### config.mk
export PLATFORM = sky130hd
export DESIGN_NAME = tlcs_core
export DESIGN_NICKNAME = d
export VERILOG_FILES = /design/src/hdl/tlcs_pkg.sv /design/src/hdl/tlcs_alu.sv /design/src/hdl/tlcs_regfile.sv /design/src/hdl/tlcs_fetch.sv /design/src/hdl/tlcs_exec.sv /design/src/hdl/tlcs_wb_arbiter.sv /design/src/hdl/tlcs_core.sv
export SDC_FILE = /design/constraint.sdc
export NUM_CORES = 1
export LEC_CHECK = 0
export ABC_CLOCK_PERIOD_IN_PS = 10800
export BUFFER_PORTS_ARGS = -buffer_cell sky130_fd_sc_hd__buf_2
export CORE_MARGIN = 10
export CORE_UTILIZATION = 45
export CTS_CLUSTER_DIAMETER = 40
export CTS_CLUSTER_SIZE = 14
export DETAILED_ROUTE_END_ITERATION = 7
export HOLD_SLACK_MARGIN = 0.15
export PLACE_DENSITY = 0.73
export REMOVE_ABC_BUFFERS = 1
export SLEW_MARGIN = 15
export SYNTH_ARGS = -nofsm -noshare
export SYNTH_HDL_FRONTEND = slang
export SYNTH_SLANG_ARGS = --single-unit
export TNS_END_PERCENT = 10
### constraint.sdc
create_clock -name clk -period 10.8 [get_ports clk]
set_clock_uncertainty 0.2 [all_clocks]
set_input_delay 1.08 -clock clk [delete_from_list [all_inputs] [get_ports clk]]
set_output_delay 1.08 -clock clk [all_outputs]
set_load 0.03 [all_outputs]
### src/hdl/tlcs_pkg.sv
/* Shared definitions for the tlcs core.
   Holds the opcodes, width codes, the instruction word layouts and
   the Wishbone request and response bundles used by every block. */
`default_nettype none

package tlcs_pkg;

    localparam int WB_ADDR_W = 16; // word address, words are 32 bits

    // codes below 6'h30 go straight to the ALU as its selector
    typedef enum logic [5:0] {
        OP_MOVE = 6'h00,
        OP_ADD  = 6'h01,
        OP_ADC  = 6'h02,
        OP_SUB  = 6'h03,
        OP_SBC  = 6'h04,
        OP_CP   = 6'h05,
        OP_AND  = 6'h06,
        OP_OR   = 6'h07,
        OP_XOR  = 6'h08,
        OP_NEG  = 6'h09,
        OP_CPL  = 6'h0a,
        OP_EXTZ = 6'h0b,
        OP_EXTS = 6'h0c,
        OP_MIRR = 6'h0d,
        OP_BS1F = 6'h0e,
        OP_BS1B = 6'h0f,
        OP_SCF  = 6'h10,
        OP_RCF  = 6'h11,
        OP_CCF  = 6'h12,
        OP_ZCF  = 6'h13,
        OP_LD   = 6'h30,
        OP_ST   = 6'h31,
        OP_HALT = 6'h3f
    } alu_op_e;

    typedef enum logic [2:0] {
        W_BYTE = 3'b001,
        W_WORD = 3'b010,
        W_LONG = 3'b100
    } width_e;

    typedef struct packed {
        alu_op_e    opcode;
        width_e     width;
        logic [2:0] dst;
        logic       imm_form; // 1 selects the immediate layout
    } instr_head_t;

    typedef struct packed {
        instr_head_t head;
        logic [2:0]  src;
        logic [15:0] unused;
    } instr_reg_t;

    typedef struct packed {
        instr_head_t head;
        logic [15:0] imm;    // zero-extended
        logic [2:0]  unused;
    } instr_imm_t;

    typedef union packed {
        instr_reg_t r;
        instr_imm_t i;
    } instr_t;

    typedef struct packed {
        logic s;
        logic z;
        logic rsv5; // reads as zero
        logic h;
        logic rsv3; // reads as zero
        logic v;
        logic n;
        logic c;
    } flags_t;

    typedef struct packed {
        logic                 cyc;
        logic                 stb;
        logic                 we;
        logic [WB_ADDR_W-1:0] adr;
        logic [31:0]          dat;
    } wb_req_t;

    typedef struct packed {
        logic        ack;
        logic [31:0] dat;
    } wb_rsp_t;

endpackage

`default_nettype wire

### src/hdl/tlcs_alu.sv
/* Width-aware ALU with its own flag register.
   Runs one operation per go strobe; dout and flags update on that edge
   and hold otherwise. Bits of dout above the operation width are kept. */
`timescale 1ns/1ps
`default_nettype none

module tlcs_alu (
    input  logic              clk,
    input  logic              rst,
    input  logic              go,
    input  tlcs_pkg::alu_op_e sel,
    input  tlcs_pkg::width_e  w,
    input  logic [31:0]       op0,     // destination operand
    input  logic [31:0]       op1,     // source operand
    input  logic [31:0]       imm,
    input  logic              sel_imm,
    output logic [31:0]       dout,
    output tlcs_pkg::flags_t  flags
);

    logic [31:0]      op2, a, b, rslt;
    logic [4:0]       s4;
    logic [8:0]       s8;
    logic [16:0]      s16;
    logic [32:0]      s32;
    logic             is_sub, cin, carry_w, ovf;
    logic [3:0]       bs_fwd, bs_bwd;
    tlcs_pkg::flags_t nx;

    function automatic logic top_bit(input logic [31:0] x, input tlcs_pkg::width_e wd);
        case (wd)
            tlcs_pkg::W_BYTE: return x[7];
            tlcs_pkg::W_WORD: return x[15];
            default:          return x[31];
        endcase
    endfunction

    function automatic logic at_zero(input logic [31:0] x, input tlcs_pkg::width_e wd);
        case (wd)
            tlcs_pkg::W_BYTE: return x[7:0] == '0;
            tlcs_pkg::W_WORD: return x[15:0] == '0;
            default:          return x == '0;
        endcase
    endfunction

    // adder and subtractor shared by ADD/ADC/SUB/SBC/CP/NEG
    always_comb begin
        op2    = sel_imm ? imm : op1;
        is_sub = sel inside {tlcs_pkg::OP_SUB, tlcs_pkg::OP_SBC, tlcs_pkg::OP_CP,
                             tlcs_pkg::OP_NEG};
        a      = (sel == tlcs_pkg::OP_NEG) ? '0 : op0; // NEG is 0 - op0
        b      = (sel == tlcs_pkg::OP_NEG) ? op0 : op2;
        cin    = (sel inside {tlcs_pkg::OP_ADC, tlcs_pkg::OP_SBC}) && flags.c;
        if (is_sub) begin
            s4  = {1'b0, a[3:0]}  - {1'b0, b[3:0]}  - {4'd0, cin};
            s8  = {1'b0, a[7:0]}  - {1'b0, b[7:0]}  - {8'd0, cin};
            s16 = {1'b0, a[15:0]} - {1'b0, b[15:0]} - {16'd0, cin};
            s32 = {1'b0, a}       - {1'b0, b}       - {32'd0, cin};
        end else begin
            s4  = {1'b0, a[3:0]}  + {1'b0, b[3:0]}  + {4'd0, cin};
            s8  = {1'b0, a[7:0]}  + {1'b0, b[7:0]}  + {8'd0, cin};
            s16 = {1'b0, a[15:0]} + {1'b0, b[15:0]} + {16'd0, cin};
            s32 = {1'b0, a}       + {1'b0, b}       + {32'd0, cin};
        end
        case (w)
            tlcs_pkg::W_BYTE: carry_w = s8[8];
            tlcs_pkg::W_WORD: carry_w = s16[16];
            default:          carry_w = s32[32];
        endcase
        // add overflows on equal signs, subtract on differing signs
        ovf = (top_bit(a, w) ^ top_bit(b, w) ^ ~is_sub)
            & (top_bit(s32[31:0], w) ^ top_bit(a, w));
    end

    // bit search over the low half of the source
    always_comb begin
        bs_fwd = '0;
        bs_bwd = '0;
        for (int i = 15; i >= 0; i--) begin
            if (op2[i]) bs_fwd = 4'(i); // lowest set bit wins
        end
        for (int i = 0; i < 16; i++) begin
            if (op2[i]) bs_bwd = 4'(i);
        end
    end

    always_comb begin
        rslt = dout;
        nx   = flags;
        case (sel)
            tlcs_pkg::OP_MOVE: rslt = op2;
            tlcs_pkg::OP_ADD, tlcs_pkg::OP_ADC, tlcs_pkg::OP_SUB,
            tlcs_pkg::OP_SBC, tlcs_pkg::OP_CP, tlcs_pkg::OP_NEG: begin
                rslt = s32[31:0];
                nx.s = top_bit(rslt, w);
                nx.z = at_zero(rslt, w);
                nx.h = s4[4];
                nx.v = ovf;
                nx.n = is_sub;
                nx.c = carry_w;
            end
            tlcs_pkg::OP_AND, tlcs_pkg::OP_OR, tlcs_pkg::OP_XOR: begin
                case (sel)
                    tlcs_pkg::OP_AND: rslt = op0 & op2;
                    tlcs_pkg::OP_OR:  rslt = op0 | op2;
                    default:          rslt = op0 ^ op2;
                endcase
                nx.s = top_bit(rslt, w);
                nx.z = at_zero(rslt, w);
                nx.h = (sel == tlcs_pkg::OP_AND);
                nx.v = (w == tlcs_pkg::W_BYTE) ? ~^rslt[7:0] : ~^rslt[15:0]; // even parity
                nx.n = 1'b0;
                nx.c = 1'b0;
            end
            tlcs_pkg::OP_CPL: begin
                rslt = ~op0;
                nx.h = 1'b1;
                nx.n = 1'b1;
            end
            tlcs_pkg::OP_EXTZ: rslt = (w == tlcs_pkg::W_WORD) ? {24'd0, op0[7:0]} : {16'd0, op0[15:0]};
            tlcs_pkg::OP_EXTS: begin
                if (w == tlcs_pkg::W_WORD) rslt = {{24{op0[7]}}, op0[7:0]};
                else rslt = {{16{op0[15]}}, op0[15:0]};
            end
            tlcs_pkg::OP_MIRR: rslt[15:0] = {<<{op0[15:0]}}; // bit reverse of low half
            tlcs_pkg::OP_BS1F: begin
                rslt = {28'd0, bs_fwd};
                nx.v = (op2[15:0] == '0);
            end
            tlcs_pkg::OP_BS1B: begin
                rslt = {28'd0, bs_bwd};
                nx.v = (op2[15:0] == '0);
            end
            tlcs_pkg::OP_SCF: begin
                nx.c = 1'b1;
                nx.h = 1'b0;
                nx.n = 1'b0;
            end
            tlcs_pkg::OP_RCF: begin
                nx.c = 1'b0;
                nx.h = 1'b0;
                nx.n = 1'b0;
            end
            tlcs_pkg::OP_CCF: begin
                nx.c = ~flags.c;
                nx.n = 1'b0;
            end
            tlcs_pkg::OP_ZCF: begin
                nx.c = ~flags.z;
                nx.n = 1'b0;
            end
            default: ;
        endcase
    end

    always_ff @(posedge clk or posedge rst) begin
        if (rst) flags <= '0;
        else if (go) flags <= nx;
    end

    always_ff @(posedge clk) begin
        if (go) begin
            case (w)
                tlcs_pkg::W_BYTE: dout[7:0]  <= rslt[7:0];
                tlcs_pkg::W_WORD: dout[15:0] <= rslt[15:0];
                default:          dout       <= rslt;
            endcase
        end
    end

endmodule

`default_nettype wire

### src/hdl/tlcs_regfile.sv
/* Eight 32-bit registers, two combinational read ports and one
   write port that only touches the bytes covered by the write width. */
`timescale 1ns/1ps
`default_nettype none

module tlcs_regfile (
    input  logic             clk,
    input  logic             rst,
    input  logic [2:0]       rd_a,
    input  logic [2:0]       rd_b,
    input  logic             wr_en,
    input  logic [2:0]       wr_adr,
    input  tlcs_pkg::width_e wr_w,
    input  logic [31:0]      wr_dat,
    output logic [31:0]      rd_a_dat,
    output logic [31:0]      rd_b_dat
);

    logic [31:0] regs [8];

    always_ff @(posedge clk or posedge rst) begin
        if (rst) begin
            for (int i = 0; i < 8; i++) begin
                regs[i] <= '0;
            end
        end else if (wr_en) begin
            case (wr_w)
                tlcs_pkg::W_BYTE: regs[wr_adr][7:0]  <= wr_dat[7:0];
                tlcs_pkg::W_WORD: regs[wr_adr][15:0] <= wr_dat[15:0];
                default:          regs[wr_adr]       <= wr_dat;
            endcase
        end
    end

    assign rd_a_dat = regs[rd_a]; // no bypass
    assign rd_b_dat = regs[rd_b];

endmodule

`default_nettype wire

### src/hdl/tlcs_fetch.sv
/* Instruction fetch with a one-entry prefetch buffer.
   Reads the word at pc over Wishbone whenever the buffer is free and
   hands it to the execute unit with a valid/ready handshake. */
`timescale 1ns/1ps
`default_nettype none

module tlcs_fetch #(
    parameter logic [tlcs_pkg::WB_ADDR_W-1:0] BOOT_ADDR = '0
) (
    input  logic              clk,
    input  logic              rst,
    input  tlcs_pkg::wb_rsp_t fetch_rsp,
    input  logic              instr_ready,
    output tlcs_pkg::wb_req_t fetch_req,
    output tlcs_pkg::instr_t  instr,
    output logic              instr_valid
);

    logic [tlcs_pkg::WB_ADDR_W-1:0] pc;
    logic                           busy; // bus cycle in flight
    logic                           take;

    assign take = instr_valid && instr_ready;

    always_ff @(posedge clk or posedge rst) begin
        if (rst) begin
            pc          <= BOOT_ADDR;
            busy        <= 1'b0;
            instr_valid <= 1'b0;
        end else if (busy && fetch_rsp.ack) begin
            busy        <= 1'b0; // cyc drops the cycle after ack
            instr_valid <= 1'b1;
            pc          <= pc + 1'b1;
        end else begin
            if (take) instr_valid <= 1'b0;
            // start the next read as soon as the buffer drains
            if (!busy && (!instr_valid || take)) busy <= 1'b1;
        end
    end

    always_ff @(posedge clk) begin
        if (busy && fetch_rsp.ack) instr <= fetch_rsp.dat;
    end

    always_comb begin
        fetch_req.cyc = busy;
        fetch_req.stb = busy;
        fetch_req.we  = 1'b0;
        fetch_req.adr = pc;
        fetch_req.dat = '0;
    end

endmodule

`default_nettype wire

### src/hdl/tlcs_exec.sv
/* Execute stage: decodes the instruction word, drives the ALU and
   the register file, and runs the data-side Wishbone master for LD/ST.
   ALU ops take two cycles, bus ops end on ack, HALT stops until reset. */
`timescale 1ns/1ps
`default_nettype none

module tlcs_exec (
    input  logic              clk,
    input  logic              rst,
    input  tlcs_pkg::instr_t  instr,
    input  logic              instr_valid,
    output logic              instr_ready,
    input  logic [31:0]       rd_a_dat,
    input  logic [31:0]       rd_b_dat,
    input  logic [31:0]       alu_dout,
    input  tlcs_pkg::wb_rsp_t data_rsp,
    output logic [2:0]        rd_a,
    output logic [2:0]        rd_b,
    output logic              alu_go,
    output tlcs_pkg::alu_op_e alu_sel,
    output tlcs_pkg::width_e  alu_w,
    output logic [31:0]       op0,
    output logic [31:0]       op1,
    output logic [31:0]       imm,
    output logic              sel_imm,
    output logic              wr_en,
    output logic [2:0]        wr_adr,
    output tlcs_pkg::width_e  wr_w,
    output logic [31:0]       wr_dat,
    output tlcs_pkg::wb_req_t data_req,
    output logic              halted
);

    localparam logic [1:0] S_READY  = 2'd0;
    localparam logic [1:0] S_ALU_WB = 2'd1;
    localparam logic [1:0] S_BUS    = 2'd2;
    localparam logic [1:0] S_HALT   = 2'd3;

    logic [1:0]                     state;
    logic                           accept, is_alu, keep_dst, wb_q, st_q;
    logic [2:0]                     dst_q;
    tlcs_pkg::width_e               w_q;
    logic [tlcs_pkg::WB_ADDR_W-1:0] adr_q;
    logic [31:0]                    dat_q;
    tlcs_pkg::instr_head_t          head;

    assign head        = instr.r.head; // same place in both layouts
    assign instr_ready = (state == S_READY);
    assign accept      = instr_valid && instr_ready;
    assign is_alu      = head.opcode < tlcs_pkg::OP_LD;
    // compare and carry ops only touch flags
    assign keep_dst    = head.opcode inside {tlcs_pkg::OP_CP, tlcs_pkg::OP_SCF,
                                             tlcs_pkg::OP_RCF, tlcs_pkg::OP_CCF,
                                             tlcs_pkg::OP_ZCF};

    assign rd_a    = head.dst;
    assign rd_b    = instr.r.src;
    assign op0     = rd_a_dat;
    assign op1     = rd_b_dat;
    assign imm     = {16'd0, instr.i.imm};
    assign sel_imm = head.imm_form;
    assign alu_sel = head.opcode;
    assign alu_w   = head.width;
    assign alu_go  = accept && is_alu;

    always_ff @(posedge clk or posedge rst) begin
        if (rst) begin
            state <= S_READY;
            wb_q  <= 1'b0;
        end else begin
            case (state)
                S_READY: if (accept) begin
                    wb_q <= !keep_dst;
                    if (is_alu) state <= S_ALU_WB;
                    else if (head.opcode inside {tlcs_pkg::OP_LD, tlcs_pkg::OP_ST}) state <= S_BUS;
                    else if (head.opcode == tlcs_pkg::OP_HALT) state <= S_HALT;
                end
                S_ALU_WB: state <= S_READY;
                S_BUS:    if (data_rsp.ack) state <= S_READY;
                default:  ; // stays halted until reset
            endcase
        end
    end

    // operands captured at accept
    always_ff @(posedge clk) begin
        if (accept) begin
            dst_q <= head.dst;
            w_q   <= head.width;
            st_q  <= (head.opcode == tlcs_pkg::OP_ST);
            adr_q <= rd_b_dat[tlcs_pkg::WB_ADDR_W-1:0];
            dat_q <= rd_a_dat; // store data comes from dst
        end
    end

    assign wr_en  = (state == S_ALU_WB && wb_q) || (state == S_BUS && data_rsp.ack && !st_q);
    assign wr_adr = dst_q;
    assign wr_w   = (state == S_BUS) ? tlcs_pkg::W_LONG : w_q; // loads write all 32 bits
    assign wr_dat = (state == S_BUS) ? data_rsp.dat : alu_dout;

    always_comb begin
        data_req.cyc = (state == S_BUS);
        data_req.stb = (state == S_BUS);
        data_req.we  = st_q;
        data_req.adr = adr_q;
        data_req.dat = dat_q;
    end

    assign halted = (state == S_HALT);

endmodule

`default_nettype wire

### src/hdl/tlcs_wb_arbiter.sv
/* Two-master Wishbone classic arbiter.
   The owner keeps the bus until it drops cyc; an idle bus goes to the
   data master first, then to fetch. Only the owner sees ack. */
`timescale 1ns/1ps
`default_nettype none

module tlcs_wb_arbiter (
    input  logic              clk,
    input  logic              rst,
    input  tlcs_pkg::wb_req_t fetch_req,
    input  tlcs_pkg::wb_req_t data_req,
    input  tlcs_pkg::wb_rsp_t bus_rsp,
    output tlcs_pkg::wb_rsp_t fetch_rsp,
    output tlcs_pkg::wb_rsp_t data_rsp,
    output tlcs_pkg::wb_req_t bus_req
);

    logic own_f, own_d;
    logic held; // current owner still in its cycle

    assign held = (own_f && fetch_req.cyc) || (own_d && data_req.cyc);

    always_ff @(posedge clk or posedge rst) begin
        if (rst) begin
            own_f <= 1'b0;
            own_d <= 1'b0;
        end else if (!held) begin
            own_d <= data_req.cyc;
            own_f <= !data_req.cyc && fetch_req.cyc;
        end
    end

    always_comb begin
        bus_req = '0;
        if (own_d) bus_req = data_req;
        else if (own_f) bus_req = fetch_req;
        fetch_rsp.ack = own_f && bus_rsp.ack;
        fetch_rsp.dat = bus_rsp.dat;
        data_rsp.ack  = own_d && bus_rsp.ack;
        data_rsp.dat  = bus_rsp.dat;
    end

endmodule

`default_nettype wire

### src/hdl/tlcs_core.sv
/* Top level of the execution subsystem.
   Connects fetch, execute, ALU and register file, and merges both
   Wishbone masters onto the external bus through the arbiter. */
`timescale 1ns/1ps
`default_nettype none

module tlcs_core #(
    parameter logic [tlcs_pkg::WB_ADDR_W-1:0] BOOT_ADDR = '0
) (
    input  logic              clk,
    input  logic              rst,
    input  tlcs_pkg::wb_rsp_t bus_rsp,
    output tlcs_pkg::wb_req_t bus_req,
    output tlcs_pkg::flags_t  flags,
    output logic              halted
);

    tlcs_pkg::wb_req_t fetch_req, data_req;
    tlcs_pkg::wb_rsp_t fetch_rsp, data_rsp;
    tlcs_pkg::instr_t  instr;
    tlcs_pkg::alu_op_e alu_sel;
    tlcs_pkg::width_e  alu_w, wr_w;
    logic              instr_valid, instr_ready;
    logic              alu_go, sel_imm, wr_en;
    logic [2:0]        rd_a, rd_b, wr_adr;
    logic [31:0]       rd_a_dat, rd_b_dat, alu_dout;
    logic [31:0]       op0, op1, imm, wr_dat;

    tlcs_fetch #(
        .BOOT_ADDR (BOOT_ADDR)
    ) i_fetch (
        .clk, .rst, .fetch_rsp, .instr_ready,
        .fetch_req, .instr, .instr_valid
    );

    tlcs_exec i_exec (
        .clk, .rst, .instr, .instr_valid, .instr_ready,
        .rd_a_dat, .rd_b_dat, .alu_dout, .data_rsp,
        .rd_a, .rd_b, .alu_go, .alu_sel, .alu_w, .op0, .op1, .imm, .sel_imm,
        .wr_en, .wr_adr, .wr_w, .wr_dat, .data_req, .halted
    );

    tlcs_alu i_alu (
        .clk, .rst,
        .go      (alu_go),
        .sel     (alu_sel),
        .w       (alu_w),
        .op0, .op1, .imm, .sel_imm,
        .dout    (alu_dout),
        .flags
    );

    tlcs_regfile i_regfile (
        .clk, .rst, .rd_a, .rd_b, .wr_en, .wr_adr, .wr_w, .wr_dat,
        .rd_a_dat, .rd_b_dat
    );

    tlcs_wb_arbiter i_arbiter (
        .clk, .rst, .fetch_req, .data_req, .bus_rsp,
        .fetch_rsp, .data_rsp, .bus_req
    );

endmodule

`default_nettype wire

==> run metrics <==
Final setup viols 0; Post-DRT Antenna Nets 0; Sum Neg Setup Slack 0 ns; Synth Flop Type dfrtp_1; WL met2 40.0 mm; minimum clock period 7.60 ns; top layer in use met4; Worst-path clk slew ~0.060 ns; main combinational cell family by area after synthesis compound AO/OA/AOI/OAI gates; fin crit share 0.704; Yosys top cell area share 0.258; switching share of power 0.248; Multi-input gate area 0.0158 mm^2; CTS sink cnt 401; worst setup path end i_alu.flags[7]$_DFFE_PP0P_; post-synthesis mux area share 0.163; top-count cell post-synth nor2_1; first-pass GRT wire length 136 mm; # resized after CTS 0; VDD IR max between 100 and 150 uV; cell row count 90; Crit Path Class reg2reg; critical path required time 11.10 ns; Design Power 3.81 mW; Yosys warning count 0; achievable frequency 132 MHz; CP Max Fanout 35; synthesis-to-finish area growth 12.6%; CTS buffer count 60; library cells used by synthesis 95; XOR/XNOR Fraction of Synth Area 0.0190; Setup Fix Bufs, Post-CTS 0; CP Buf/Inv Count 3; Placer Congestion 1.03; Detailed Route Iter0 Violations 2611; Seq. cell area between 0.01 and 0.015 mm^2; total global routing overflow 0; Die ar. 0.0718 mm^2; Nets 3130; CORE AREA 0.0606 mm^2; Final Hold Fails 0; crit path launch i_fetch.instr[16]$_DFFE_PP_; Synth Register Bits 401; synth top area cells dfrtp_1, edfxtp_1, mux4_2; ratio of cells with drive above 1 in the final layout 0.159; HP Class reg2reg; CTS max path bufs 3; FILL cells 5380; Leak Pwr between 10 and 15 nW; Avg Cell Area, Syn 9.60 um^2; most frequent CP cell mux2i_1; max-cap violation count 0; Die X around 270 um; number of global-route vias before repair approximately 23000; mapped cell area ~0.028 mm^2; top cell type by total area after synthesis dfrtp_1; Root Driver clkbuf_16; top cells by count, synth nor2_1, a21oi_1, dfrtp_1; cts hold-fix bufs 0; DR vias 23500; number of synthesized flops with an enable pin around 120; post-DR vias/cell 6.25; R2R Path End i_alu.flags[7]$_DFFE_PP0P_; Starting Density 0.456; final slew viol count 0; drt pass-1 iters 7; Worst-Margin Slew 1.17 ns; RSZ-0062 raised after global routing false; R2R Path Start i_fetch.instr[16]$_DFFE_PP_; Syn Inst Count 2882; status finished, final reports clean; cell breakdown of the critical path buf_4, buf_4, mux4_2, mux2_2, mux2i_1, mux2i_1, ha_1, inv_1, ha_1, and2_1, a221o_1, a2111oi_0, a2111o_1, nand2_2, a21oi_1, mux2i_1, nand4_1, a221oi_2, a21oi_1, mux2_2; Simple-Gate Fraction of Synth Area 0.141; dpl hpwl 62.3 mm; initial antenna violation count 1; hold slack 0.281 ns; WL/cell between 20 and 25 um; ys async rst share 0.711; Synth Area in Adders 0.0789; sequential area share after synthesis 0.384; Slowest-stage cell, CP a2111oi_0; Comb pwr share 0.038; sequential fraction of design power 0.415; WL final 88.3 mm; Max stage delay on crit path between 0.7 and 0.8 ns; drt drc 0; H-tree lvl count 2; Core Util, Final 0.514; Pwr per Cell Area 122 mW/mm^2; Compound-Gate Fraction of Synth Area 0.163; total track usage 0.243; Net Sw Power 0.943 mW; slew margin rel. 0.218; TritonCTS clock tree done; register-to-register setup slack 3.20 ns; Reg2Reg Depth 20; Clk pwr share 0.548; Internal 2.87 mW; worst-skew pair later-pin latency roughly 0.65 ns; Critical Path Stages 20; I/O Pins 95; largest net degree at the start of global routing about 170; met3 routed WL ~8.5 mm; Crit path arrival time 7.90 ns; # port buffers 92; Metal-1 WL roughly 37 mm; nature of the critical path endpoint flip-flop; Vert. Die Dim 268 um; CP delay by family, top compound AO/OA/AOI/OAI gates; critical path launch point type flip-flop
==> worst min-delay path by stage <==
| stage | from | end | cells after the start |
|---|---|---|---|
| after CTS | i_fetch.pc[15]$_DFFE_PP0P_ | i_fetch.pc[15]$_DFFE_PP0P_ | 1 |
| after global routing | i_fetch.pc[15]$_DFFE_PP0P_ | i_fetch.pc[15]$_DFFE_PP0P_ | 1 |
| final | i_fetch.pc[15]$_DFFE_PP0P_ | i_fetch.pc[15]$_DFFE_PP0P_ | 1 |
| after floorplan | i_fetch.pc[15]$_DFFE_PP0P_ | i_fetch.pc[15]$_DFFE_PP0P_ | 1 |
| after detailed placement | i_fetch.pc[15]$_DFFE_PP0P_ | i_fetch.pc[15]$_DFFE_PP0P_ | 1 |
| after global placement | i_fetch.pc[15]$_DFFE_PP0P_ | i_fetch.pc[15]$_DFFE_PP0P_ | 1 |
==> worst register-to-register path, cell delays in order (launching register included) <==
cell and delay [ns]:
edfxtp_1 0.32, buf_4 0.52, buf_4 0.65, mux4_2 0.65
mux2_2 0.30, mux2i_1 0.50, mux2i_1 0.23, ha_1 0.46
inv_1 0.14, ha_1 0.35, and2_1 0.22, a221o_1 0.40
a2111oi_0 0.76, a2111o_1 0.31, nand2_2 0.08, a21oi_1 0.17
mux2i_1 0.20, nand4_1 0.19, a221oi_2 0.41, a21oi_1 0.13
mux2_2 0.29
==> metrics by stage <==
stage                     setup slack, ns  std cells  area [um^2]
final                                3.20       3758        31100
after global routing                 2.70       3758        31100
after CTS                            3.24       3757        31100
after detailed placement             3.30       3643        28900
after global placement               3.49       3643        28900
after floorplan                      1.66       2715        27000
==> power by group through the flow <==
stage / Sequential [mW] / Clock, mW / Combinational [mW]
final: 1.58 / 2.09 / 0.144
after global routing: 1.58 / 2.17 / 0.156
after CTS: 1.58 / 2.10 / 0.143
after detailed placement: 1.61 / 0 / 0.142
after global placement: 1.61 / 0 / 0.142
after floorplan: 1.61 / 0 / 0.0858
==> per-layer routing <==
metal | GRT usage | vias up
met5 | 0 | -
met4 | 0.0911 | 0
met3 | 0.0443 | 197
met2 | 0.376 | 1234
met1 | 0.336 | 11500
li1 | - | 10600
==> placed cells by master (no fill, tap or decap), drive strengths merged, types with 25 or more instances in the layout <==
cell,instances
o21ai,190
xnor2,42
mux4,128
nand2,277
edfxtp,116
inv,209
ha,168
clkbuf,66
o22ai,25
nand3,41
mux2,28
nor2,313
and2,43
buf,146
nor3,40
mux2i,127
a21oi,309
dfrtp,285
==> final cells by class <==
| cell class | count | area share |
|---|---|---|
| multi-input combinational | 2126 | 0.506 |
| sequential | 401 | 0.341 |
| clock buffer | 66 | 0.0513 |
| tap | 782 | 0.0314 |
| timing repair buffer | 146 | 0.0286 |
| inverter | 188 | 0.0229 |
| clock inverter | 48 | 0.0193 |
| antenna | 1 | 0.0000803 |
==> cells by family after synthesis <==
logic type | Yosys count
compound gates | 745
mux | 283
buf+inv | 356
fa+ha+maj | 172
xor+xnor | 60
other cells | 1
flops | 401
simple gates | 864
(Power assumes the default switching activity.)
